File: src/bp_macros.svh
// Table sizes and data width for the branch predictor, included by every RTL file that sizes a port
`ifndef BP_MACROS_SVH
`define BP_MACROS_SVH

// Width of PC and target
`define BP_XLEN 32

// Direct-mapped BTB geometry
`define BP_BTB_ENTRIES 32
// Index bits, taken from PC[6:2] with the current size
`define BP_BTB_IDX_BITS 5

// History length, also the PHT index width
`define BP_GHR_BITS 5

`endif

File: src/bp_pkg.sv
// RISC-V opcode constants and jump/branch classification, imported by the BTB and gshare blocks
`default_nettype none

package bp_pkg;

    // Major opcodes of the RV32I control-flow instructions
    parameter logic [6:0] OP_JAL    = 7'b1101111;
    parameter logic [6:0] OP_JALR   = 7'b1100111;
    parameter logic [6:0] OP_BRANCH = 7'b1100011;

    // Unconditional jumps, always predicted taken on a BTB hit
    function automatic logic is_jump(input logic [6:0] op);
        logic result;
        result = (op == OP_JAL) || (op == OP_JALR);
        return result;
    endfunction

    // Conditional branches, direction comes from the PHT
    function automatic logic is_branch(input logic [6:0] op);
        logic result;
        result = (op == OP_BRANCH);
        return result;
    endfunction

endpackage

`default_nettype wire

File: src/bp_if.sv
// Interfaces between the predictor blocks: BTB lookup result and resolved updates from execute
`default_nettype none

`include "bp_macros.svh"

// Combinational BTB result for the current fetch PC
interface btb_lookup_if;
    logic                hit;
    logic                kind_jump;
    logic                kind_branch;
    logic [`BP_XLEN-1:0] target;

    modport source (output hit, output kind_jump, output kind_branch, output target);
    modport sink   (input hit, input kind_jump, input kind_branch, input target);
endinterface

// Resolved instruction from execute, consumed on every edge with valid high
interface bp_update_if;
    logic                    valid;
    logic [`BP_XLEN-1:0]     pc;
    logic [6:0]              op;
    logic [`BP_XLEN-1:0]     target;
    logic                    taken;
    // PHT slot used when this instruction was fetched
    logic [`BP_GHR_BITS-1:0] pht_index;

    modport sink (
        input valid, input pc, input op,
        input target, input taken, input pht_index
    );
endinterface

`default_nettype wire

File: src/btb.sv
// Direct-mapped branch target buffer tagged with the full PC; allocated from execute updates
`default_nettype none

`include "bp_macros.svh"

module btb
    import bp_pkg::*;
(
    input  logic                clk,
    input  logic                reset_i,
    input  logic [`BP_XLEN-1:0] pc_i,
    bp_update_if.sink           upd,
    btb_lookup_if.source        lookup
);

    // Entry payload
    logic [`BP_XLEN-1:0] target_mem [`BP_BTB_ENTRIES];
    logic [`BP_XLEN-1:0] tag_mem    [`BP_BTB_ENTRIES];
    logic                jump_mem   [`BP_BTB_ENTRIES];
    logic                branch_mem [`BP_BTB_ENTRIES];

    // Per-entry valid bits
    logic [`BP_BTB_ENTRIES-1:0] valid_q;

    logic [`BP_BTB_IDX_BITS-1:0] rd_idx;
    logic [`BP_BTB_IDX_BITS-1:0] wr_idx;
    logic                        upd_jump;
    logic                        upd_branch;
    logic                        alloc;
    logic                        hit;

    // Index from the bits just above the byte offset
    assign rd_idx = pc_i[`BP_BTB_IDX_BITS+1:2];
    assign wr_idx = upd.pc[`BP_BTB_IDX_BITS+1:2];

    assign upd_jump   = is_jump(upd.op);
    assign upd_branch = is_branch(upd.op);

    // Only control-flow instructions claim an entry
    assign alloc = upd.valid && (upd_jump || upd_branch);

    always_ff @(posedge clk) begin
        if (reset_i) begin
            valid_q <= '0;
        end else if (alloc) begin
            valid_q[wr_idx] <= 1'b1;
        end
    end

    // Replaces whatever occupied this index before
    always_ff @(posedge clk) begin
        if (alloc) begin
            target_mem[wr_idx] <= upd.target;
            tag_mem[wr_idx]    <= upd.pc;
            jump_mem[wr_idx]   <= upd_jump;
            branch_mem[wr_idx] <= upd_branch;
        end
    end

    // Full-PC tag compare, so aliases at PC+128 miss
    assign hit = valid_q[rd_idx] && (tag_mem[rd_idx] == pc_i);

    always_comb begin
        lookup.hit         = hit;
        lookup.kind_jump   = 1'b0;
        lookup.kind_branch = 1'b0;
        lookup.target      = '0;
        if (hit) begin
            lookup.kind_jump   = jump_mem[rd_idx];
            lookup.kind_branch = branch_mem[rd_idx];
            lookup.target      = target_mem[rd_idx];
        end
    end

endmodule

`default_nettype wire

File: src/direction_predictor.sv
// Gshare direction predictor: GHR, two-bit PHT counters and the final taken/target choice
`default_nettype none

`include "bp_macros.svh"

module direction_predictor
    import bp_pkg::*;
(
    input  logic                    clk,
    input  logic                    reset_i,
    input  logic [`BP_XLEN-1:0]     pc_i,
    input  logic                    ghr_reset_i,
    bp_update_if.sink               upd,
    btb_lookup_if.sink              lookup,
    output logic                    taken_o,
    output logic [`BP_XLEN-1:0]     target_o,
    output logic [`BP_GHR_BITS-1:0] pht_index_o
);

    localparam int PHT_ENTRIES = 1 << `BP_GHR_BITS;

    // Two-bit saturating counters, MSB is the prediction
    logic [1:0]              pht_q [PHT_ENTRIES];
    logic [`BP_GHR_BITS-1:0] ghr_q;

    logic [`BP_GHR_BITS-1:0] rd_idx;
    logic [1:0]              upd_ctr;
    logic                    branch_upd;

    assign branch_upd = upd.valid && is_branch(upd.op);
    assign upd_ctr    = pht_q[upd.pht_index];

    // Gshare hash of PC bits and history
    assign rd_idx      = pc_i[`BP_GHR_BITS+1:2] ^ ghr_q;
    assign pht_index_o = rd_idx;

    // Counters start weakly not taken
    always_ff @(posedge clk) begin
        if (reset_i) begin
            for (int i = 0; i < PHT_ENTRIES; i++) begin
                pht_q[i] <= 2'b01;
            end
        end else if (branch_upd) begin
            if (upd.taken && (upd_ctr != 2'b11)) begin
                pht_q[upd.pht_index] <= upd_ctr + 2'd1;
            end else if (!upd.taken && (upd_ctr != 2'b00)) begin
                pht_q[upd.pht_index] <= upd_ctr - 2'd1;
            end
        end
    end

    // Newest outcome enters at the MSB; recovery clear wins over a shift
    always_ff @(posedge clk) begin
        if (reset_i || ghr_reset_i) begin
            ghr_q <= '0;
        end else if (branch_upd) begin
            ghr_q <= {upd.taken, ghr_q[`BP_GHR_BITS-1:1]};
        end
    end

    always_comb begin
        taken_o  = 1'b0;
        target_o = '0;
        if (lookup.hit) begin
            if (lookup.kind_jump) begin
                taken_o  = 1'b1;
                target_o = lookup.target;
            end else if (lookup.kind_branch) begin
                taken_o  = pht_q[rd_idx][1];
                target_o = lookup.target;
            end
        end
    end

endmodule

`default_nettype wire

File: src/branch_predictor.sv
// Fetch-stage branch predictor top: plain ports for fetch and execute, BTB plus gshare inside
`default_nettype none

`include "bp_macros.svh"

module branch_predictor (
    input  logic                    clk,
    input  logic                    reset_i,
    input  logic [`BP_XLEN-1:0]     pc_i,
    input  logic                    ghr_reset_i,
    input  logic                    upd_valid_i,
    input  logic [`BP_XLEN-1:0]     upd_pc_i,
    input  logic [6:0]              upd_op_i,
    input  logic [`BP_XLEN-1:0]     upd_target_i,
    input  logic                    upd_taken_i,
    input  logic [`BP_GHR_BITS-1:0] upd_pht_index_i,
    output logic                    taken_o,
    output logic [`BP_XLEN-1:0]     target_o,
    output logic [`BP_GHR_BITS-1:0] pht_index_o
);

    btb_lookup_if lookup_bus ();
    bp_update_if  upd_bus ();

    // Resolved instruction from execute, one per cycle at most
    assign upd_bus.valid     = upd_valid_i;
    assign upd_bus.pc        = upd_pc_i;
    assign upd_bus.op        = upd_op_i;
    assign upd_bus.target    = upd_target_i;
    assign upd_bus.taken     = upd_taken_i;
    assign upd_bus.pht_index = upd_pht_index_i;

    btb u_btb (
        .clk     (clk),
        .reset_i (reset_i),
        .pc_i    (pc_i),
        .upd     (upd_bus.sink),
        .lookup  (lookup_bus.source)
    );

    direction_predictor u_dir (
        .clk         (clk),
        .reset_i     (reset_i),
        .pc_i        (pc_i),
        .ghr_reset_i (ghr_reset_i),
        .upd         (upd_bus.sink),
        .lookup      (lookup_bus.sink),
        .taken_o     (taken_o),
        .target_o    (target_o),
        .pht_index_o (pht_index_o)
    );

endmodule

`default_nettype wire

File: config.mk
export PLATFORM = sky130hd
export DESIGN_NAME = branch_predictor
export DESIGN_NICKNAME = d
export VERILOG_FILES = /design/src/bp_pkg.sv /design/src/bp_if.sv /design/src/btb.sv /design/src/direction_predictor.sv /design/src/branch_predictor.sv
export VERILOG_INCLUDE_DIRS = /design/src
export SDC_FILE = /design/constraint.sdc
export NUM_CORES = 2
export LEC_CHECK = 0
export ABC_AREA = 1
export ABC_CLOCK_PERIOD_IN_PS = 9960
export BUFFER_PORTS_ARGS = -buffer_cell sky130_fd_sc_hd__buf_2
export CORE_MARGIN = 5
export CORE_UTILIZATION = 60
export DETAILED_ROUTE_END_ITERATION = 16
export PLACE_DENSITY = 0.74
export SLEW_MARGIN = 30
export SYNTH_ARGS = -nofsm -noshare
export SYNTH_HDL_FRONTEND = slang
export SYNTH_HIERARCHICAL = 1
export SYNTH_SLANG_ARGS = --single-unit
File: constraint.sdc
create_clock -name clk -period 9.96 [get_ports clk]
set_clock_uncertainty 0.15 [all_clocks]
set_input_delay 1.992 -clock clk [delete_from_list [all_inputs] [get_ports clk]]
set_output_delay 1.992 -clock clk [all_outputs]
set_load 0.03 [all_outputs]
; Word-level counts from Yosys, hierarchy flattened
; Memory sizes are Yosys's and may differ from the RTL's.
; Index checks and enable logic that the tools add are counted.
[op_classes]
add_sub_neg = 2
order_cmp = 3
n_eq_ne = 5
mux = 29
bitwise = 3
n_reduce_logical = 12
[op_table]
columns = operator, count
row1 = $mux W32, 3
row2 = $eq A32 B32 Y1, 1
row3 = $or A32 B32 Y32, 1
row4 = $eq A7 B7 Y1 const B, 3
row5 = $mux W1, 21
row6 = $lt A5 B6 Y1 const B, 2
row7 = $logic_and A1 B1 Y1, 6
row8 = $bmux W1 S5, 1
row9 = $demux W1 S5, 1
row10 = $ge A5 B1 Y1 const B, 1
row11 = $mux W5, 1
row12 = $xor A5 B5 Y5, 1
row13 = $mux W2, 2
row14 = $logic_or A1 B1 Y1, 3
row15 = $add A2 B1 Y2 const B, 1
row16 = $ne A2 B2 Y1 const B, 1
row17 = $reduce_bool A2 Y1, 1
row18 = $reduce_or A2 Y1, 1
row19 = $sub A2 B1 Y2 const B, 1
row20 = $logic_not A1 Y1, 1
row21 = $or A1 B1 Y1, 1
[word_totals]
regBits = 37
ramBits = 2176
mem_count = 5
[mem_list]
columns = memory, depth, width, rd, rd_clocked_by_memory_dff, wr, line
row1 = u_btb.tag_mem, 32, 32, 1, 0, 1, btb.sv:18  ; logic [`BP_XLEN-1:0] tag_mem [`BP_BTB_ENTRIES];
row2 = u_btb.target_mem, 32, 32, 1, 0, 1, btb.sv:17  ; logic [`BP_XLEN-1:0] target_mem [`BP_BTB_ENTRIES];
row3 = u_dir.pht_q, 32, 2, 2, 0, 32, direction_predictor.sv:23  ; logic [1:0] pht_q [PHT_ENTRIES];
row4 = u_btb.branch_mem, 32, 1, 1, 0, 1, btb.sv:20  ; logic branch_mem [`BP_BTB_ENTRIES];
row5 = u_btb.jump_mem, 32, 1, 1, 0, 1, btb.sv:19  ; logic jump_mem [`BP_BTB_ENTRIES];

; Depth between registers and ports, before layout
; An unclocked memory read counts as a cell.
[depth]
ltp_word = 11
depth_mapped = 24
mapped_depth_nobuf = 21

; By module
; The synthesis kept the hierarchy.
[modules_own_cells]
columns = mod, instances, cells_per_inst, area_each_um2
row1 = btb, 1, 6899, 85781.0
row2 = direction_predictor, 1, 596, 4383.0

; Worst setup path before layout
; No wires, ideal clock.
[synth_timing]
path_kind = input port to flip-flop
start = input port upd_op_i[4]
end = memory u_btb.branch_mem[7], enable pin
setup_time_ns = 0.492
arrival_ns = 7.420
required_ns = 9.318
path_slack_ns = 1.898
path_stages = 7
path_buffers = 0
path_cell_list = nand3b_1 nor4_1 or2_2 nand2_1 nor2_1 nand2_1 nor2_1
[synth_lines]
columns = element, line
row1 = start: declaration, branch_predictor.sv:13  ; input logic [6:0] upd_op_i,
row2 = $eq A7 B7 Y1, bp_pkg.sv:21  ; result = (op == OP_BRANCH);
row3 = net u_btb.upd_branch, btb.sv:28  ; logic upd_branch;
row4 = $logic_or A1 B1 Y1, btb.sv:40  ; assign alloc = upd.valid && (upd_jump || upd_branch);
row5 = $logic_and A1 B1 Y1, btb.sv:40
row6 = $mux W1, btb.sv:52  ; if (alloc) begin
row7 = $mux W1 (not written as such), btb.sv:56  ; branch_mem[wr_idx] <= upd_branch;
row8 = end: declaration, btb.sv:20
; The timed path passes the listed nets, and every way through them passes these cells.

; Final worst setup path
[layout_timing]
start = input port pc_i[2]
end = output port target_o[27]
[layout_via]
elab_chain_cells = 7
[layout_rtl]
columns = element, line
row1 = start: declaration, branch_predictor.sv:9  ; input logic [`BP_XLEN-1:0] pc_i,
row2 = $mem_v2 Z32 W32 / $bmux W1 S5 (equally long branches), --
row3 = $eq A32 B32 Y1 / $mux W1 (equally long branches), btb.sv:61  ; assign hit = valid_q[rd_idx] && (tag_mem[rd_idx] == pc_i);
row4 = $logic_and A1 B1 Y1 (*), btb.sv:61
row5 = net lookup_bus.hit, bp_if.sv:8  ; logic hit;
row6 = $mux W1, btb.sv:68  ; if (hit) begin
row7 = $mux W32, direction_predictor.sv:68  ; end else if (lookup.kind_branch) begin
row8 = $mux W32, direction_predictor.sv:65  ; if (lookup.kind_jump) begin
row9 = $mux W32 (*), direction_predictor.sv:64  ; if (lookup.hit) begin
row10 = end: declaration, branch_predictor.sv:18  ; output logic [`BP_XLEN-1:0] target_o,
; The timed path passes the listed nets; every way through them passes the cells marked *. The select of a mux whose other input is x is not followed.

==> reports/results.ini <==
[worst_hold_path]
min_path_type=reg -> reg

[final_layout]
syn_to_final_growth_pct=10.3
final_area_um2=99500
drive_gt1_share_pct=8.61
final_cell_mix=nand2_1 (2438), edfxtp_1 (2176), nand3_1 (963)
nets=7595
mostFrequentLayoutCell=nand2_1
fin_util_pct=66.5

[critical_path]
path_max_fanout=98
crit_type=in -> out
cp_slowest_cell=inv_8
reg2reg_slack_ns=6.97
critical_path.startpoint_type=input pin
worstPathCellList=buf_8 -> inv_8 -> buf_4 -> nand2_1 -> nand3_1 -> nand3_1 -> nand2_1 -> nand2_1 -> nand3_1 -> nand2_1 -> nand2_1 -> nand2_1 -> nor2_1 -> nand2_1 -> nor2_1 -> nand2_2 -> buf_4 -> nor2_1 -> o21ai_4 -> buf_4 -> nor2_1 -> buf_2
critPathArrivalTime_ns=6.79
crit_top_cell=nand2_1
max_stage_delay_ns=0.61
cp-end-kind=output port
required_ns=7.82

[timing]
fmax_mhz=112
hold_viol_final=0
finalSetupViolations=0
grt_setup_unrepaired=no
tightestPinTransition_ns=1.09
fin_crit_ns=8.93
post-route-period-util_pct=89.7
timing.hold.ws_ns=0.318
slew_headroom_pct=27.3
maxSlewViolCount=0
tns_ns=0

[routing]
drc=0
drt_iter0_markers=8876
first_pass_iters=6
num_vias=61800
ant_nets=0
drt-total-wl_mm=252
vias_per_cell=6.38
wl_per_cell_um=26.0

[synthesis]
ys_types=40
synth-xor-area-share_pct=0.0389
ys_async_sr_fraction_pct=0
ys_ff_latch=2213
synthCells=7495
ys.flop_type=edfxtp_1
synth_compound_area_share_pct=6.23
synthAdderAreaFrac_pct=0
synthTopCellsByArea=edfxtp_1 (72%), nand2_1 (10%), nand3_1 (5.3%)
synth_top_area_share_pct=72.5
seq_area_frac_synth_pct=73.3
synth_edf_count=2176
synth_top_family_by_area=simple AND/OR/NAND/NOR gates
synth_nets=7608
yosys.area.top_type=edfxtp_1
netlist_area_um2=90200
synthSimpleGateAreaFrac_pct=17.4
yosys-mux-area-fraction_pct=0
syn_avg_cell_area_um2=12.0
ys_warn_count=6

[floorplanning]
fp.dieW_um=398
io_pins=151
core_um2=150000
die_h_um=398
die-area_um2=158000
rows=142
start_util_pct=60.3

[power_and_ir_drop]
irDropWorstVdd_v=0.000167
cellLeakagePower_nw=34.8
sw_frac_of_total_pct=22.0
combPwrFrac_pct=5.7
power_switching_mw=4.21
pwr-share-clk_pct=40.9
seqPwrFrac_pct=53.5
intPower_mw=14.9
p_per_area_nw_per_um2=192

[cts]
post_cts.repair.setup_buffers=0
clock-root-buffer=clkbuf_16
h-tree-depth=4
cts_tree=done
insertion_delay_ns=0.85
holdBufCountCts=0
clock_path_buffers=3
cts_resized=0
cts_made_buffers=210
clk_pin_slew_ns=0.06
clkSinkCount=2213

[global_route]
antenna_found_initial=16
grt_max_degree=203
grt_pass1_vias=59300
grt_overflow_total=0
grt_pass1_wl_mm=372
grt_util_all_layers_pct=31.5

[placement]
place_area_um2=92700
dp_hpwl_mm=121
gp_congestion=0.845
numPortBuffers=150

[run]
max-cap-violations=0

[run_status]
outcome=finished clean

==> through the flow <==
| stage | cells | power [mW] | worst slack [ns] |
|---|---|---|---|
| final | 9679 | 19.1 | 1.03 |
| after global routing | 9675 | 19.7 | 0.808 |
| after CTS | 9666 | 19.2 | 1.21 |
| after detailed placement | 9284 | 11.5 | 1.30 |
| after global placement | 9282 | 11.5 | 1.42 |
| after floorplan | 7495 | 11.1 | 1.90 |
==> synthesized netlist by cell type (6+ instances only) <==
cell / instances
nor3_1: 7
nor3_2: 37
nand3b_1: 11
o311ai_0: 35
inv_2: 7
dfxtp_1: 37
buf_1: 47
a32o_1: 36
o31ai_1: 68
nand3_1: 963
inv_1: 111
a22oi_1: 68
a21oi_1: 529
o21ai_1: 13
clkbuf_1: 200
o21ai_0: 65
a221oi_1: 68
buf_4: 33
buf_6: 8
nor2_1: 231
o22ai_1: 6
nand4_1: 34
o211ai_1: 27
edfxtp_1: 2176
buf_2: 214
nand2_1: 2438
==> kinds of logic after synthesis <==
kind of cell | Yosys count
DFF | 2213
AOI/OAI and AO/OA | 921
xor gates and xnor gates | 4
buffers and inverters | 621
and+or+nand+nor | 3736
==> critical path: cells and delay by family <==
family	cells	cell delay (ns)
simple gates	15	2.31
buf+inv	6	2.20
compound gates	1	0.09
==> metal layers <==
| layer | vias to the layer above | GRT usage (%) | share of wire, % |
|---|---|---|---|
| met3 | 712 | 6.17 | 12 |
| met2 | 4096 | 49.8 | 47 |
| li1 | 26800 | - | - |
| met5 | - | 0 | 0 |
| met1 | 30100 | 43.3 | 37 |
| met4 | 0 | 13.7 | 4.4 |
==> power groups by stage <==
| stage | Combinational [mW] | Clock, mW | Sequential (mW) |
|---|---|---|---|
| after floorplan | 0.667 | 0 | 10.4 |
| after global placement | 1.03 | 0 | 10.4 |
| after detailed placement | 1.06 | 0 | 10.4 |
| after CTS | 1.07 | 7.87 | 10.2 |
| after global routing | 1.19 | 8.28 | 10.2 |
| final | 1.09 | 7.82 | 10.2 |
==> final cells by class <==
cell class                      count  area (um^2)
Timing Repair Buffer              277         2090
Fill cell                       10600        50100
Antenna cell                       11         27.5
Clock inverter                    114         1170
Multi-Input combinational cell   4661        21600
Sequential cell                  2213        66100
Clock buffer                      268         5550
Tap cell                         2016         2520
Inverter                          119          479
==> flip-flops by register name, summed over array words and instances, names as in the netlist <==
name / cells
u_dir/ghr_q: 5
u_btb/branch_mem: 32
u_btb/valid_q: 32
u_btb/tag_mem: 1024
u_btb/target_mem: 1024
u_btb/jump_mem: 32
u_dir/pht_q: 64
==> worst paths after layout <==
check                          start                  to  cells past startpoint
setup / recovery             pc_i[2]        target_o[27]                     22
hold / removal     u_btb/valid_q[13]   u_btb/valid_q[13]                      2
setup reg to reg  u_dir/pht_q[13][0]  u_dir/pht_q[18][1]                     13
hold reg to reg    u_btb/valid_q[13]   u_btb/valid_q[13]                      2
(Power assumes the default switching activity.)
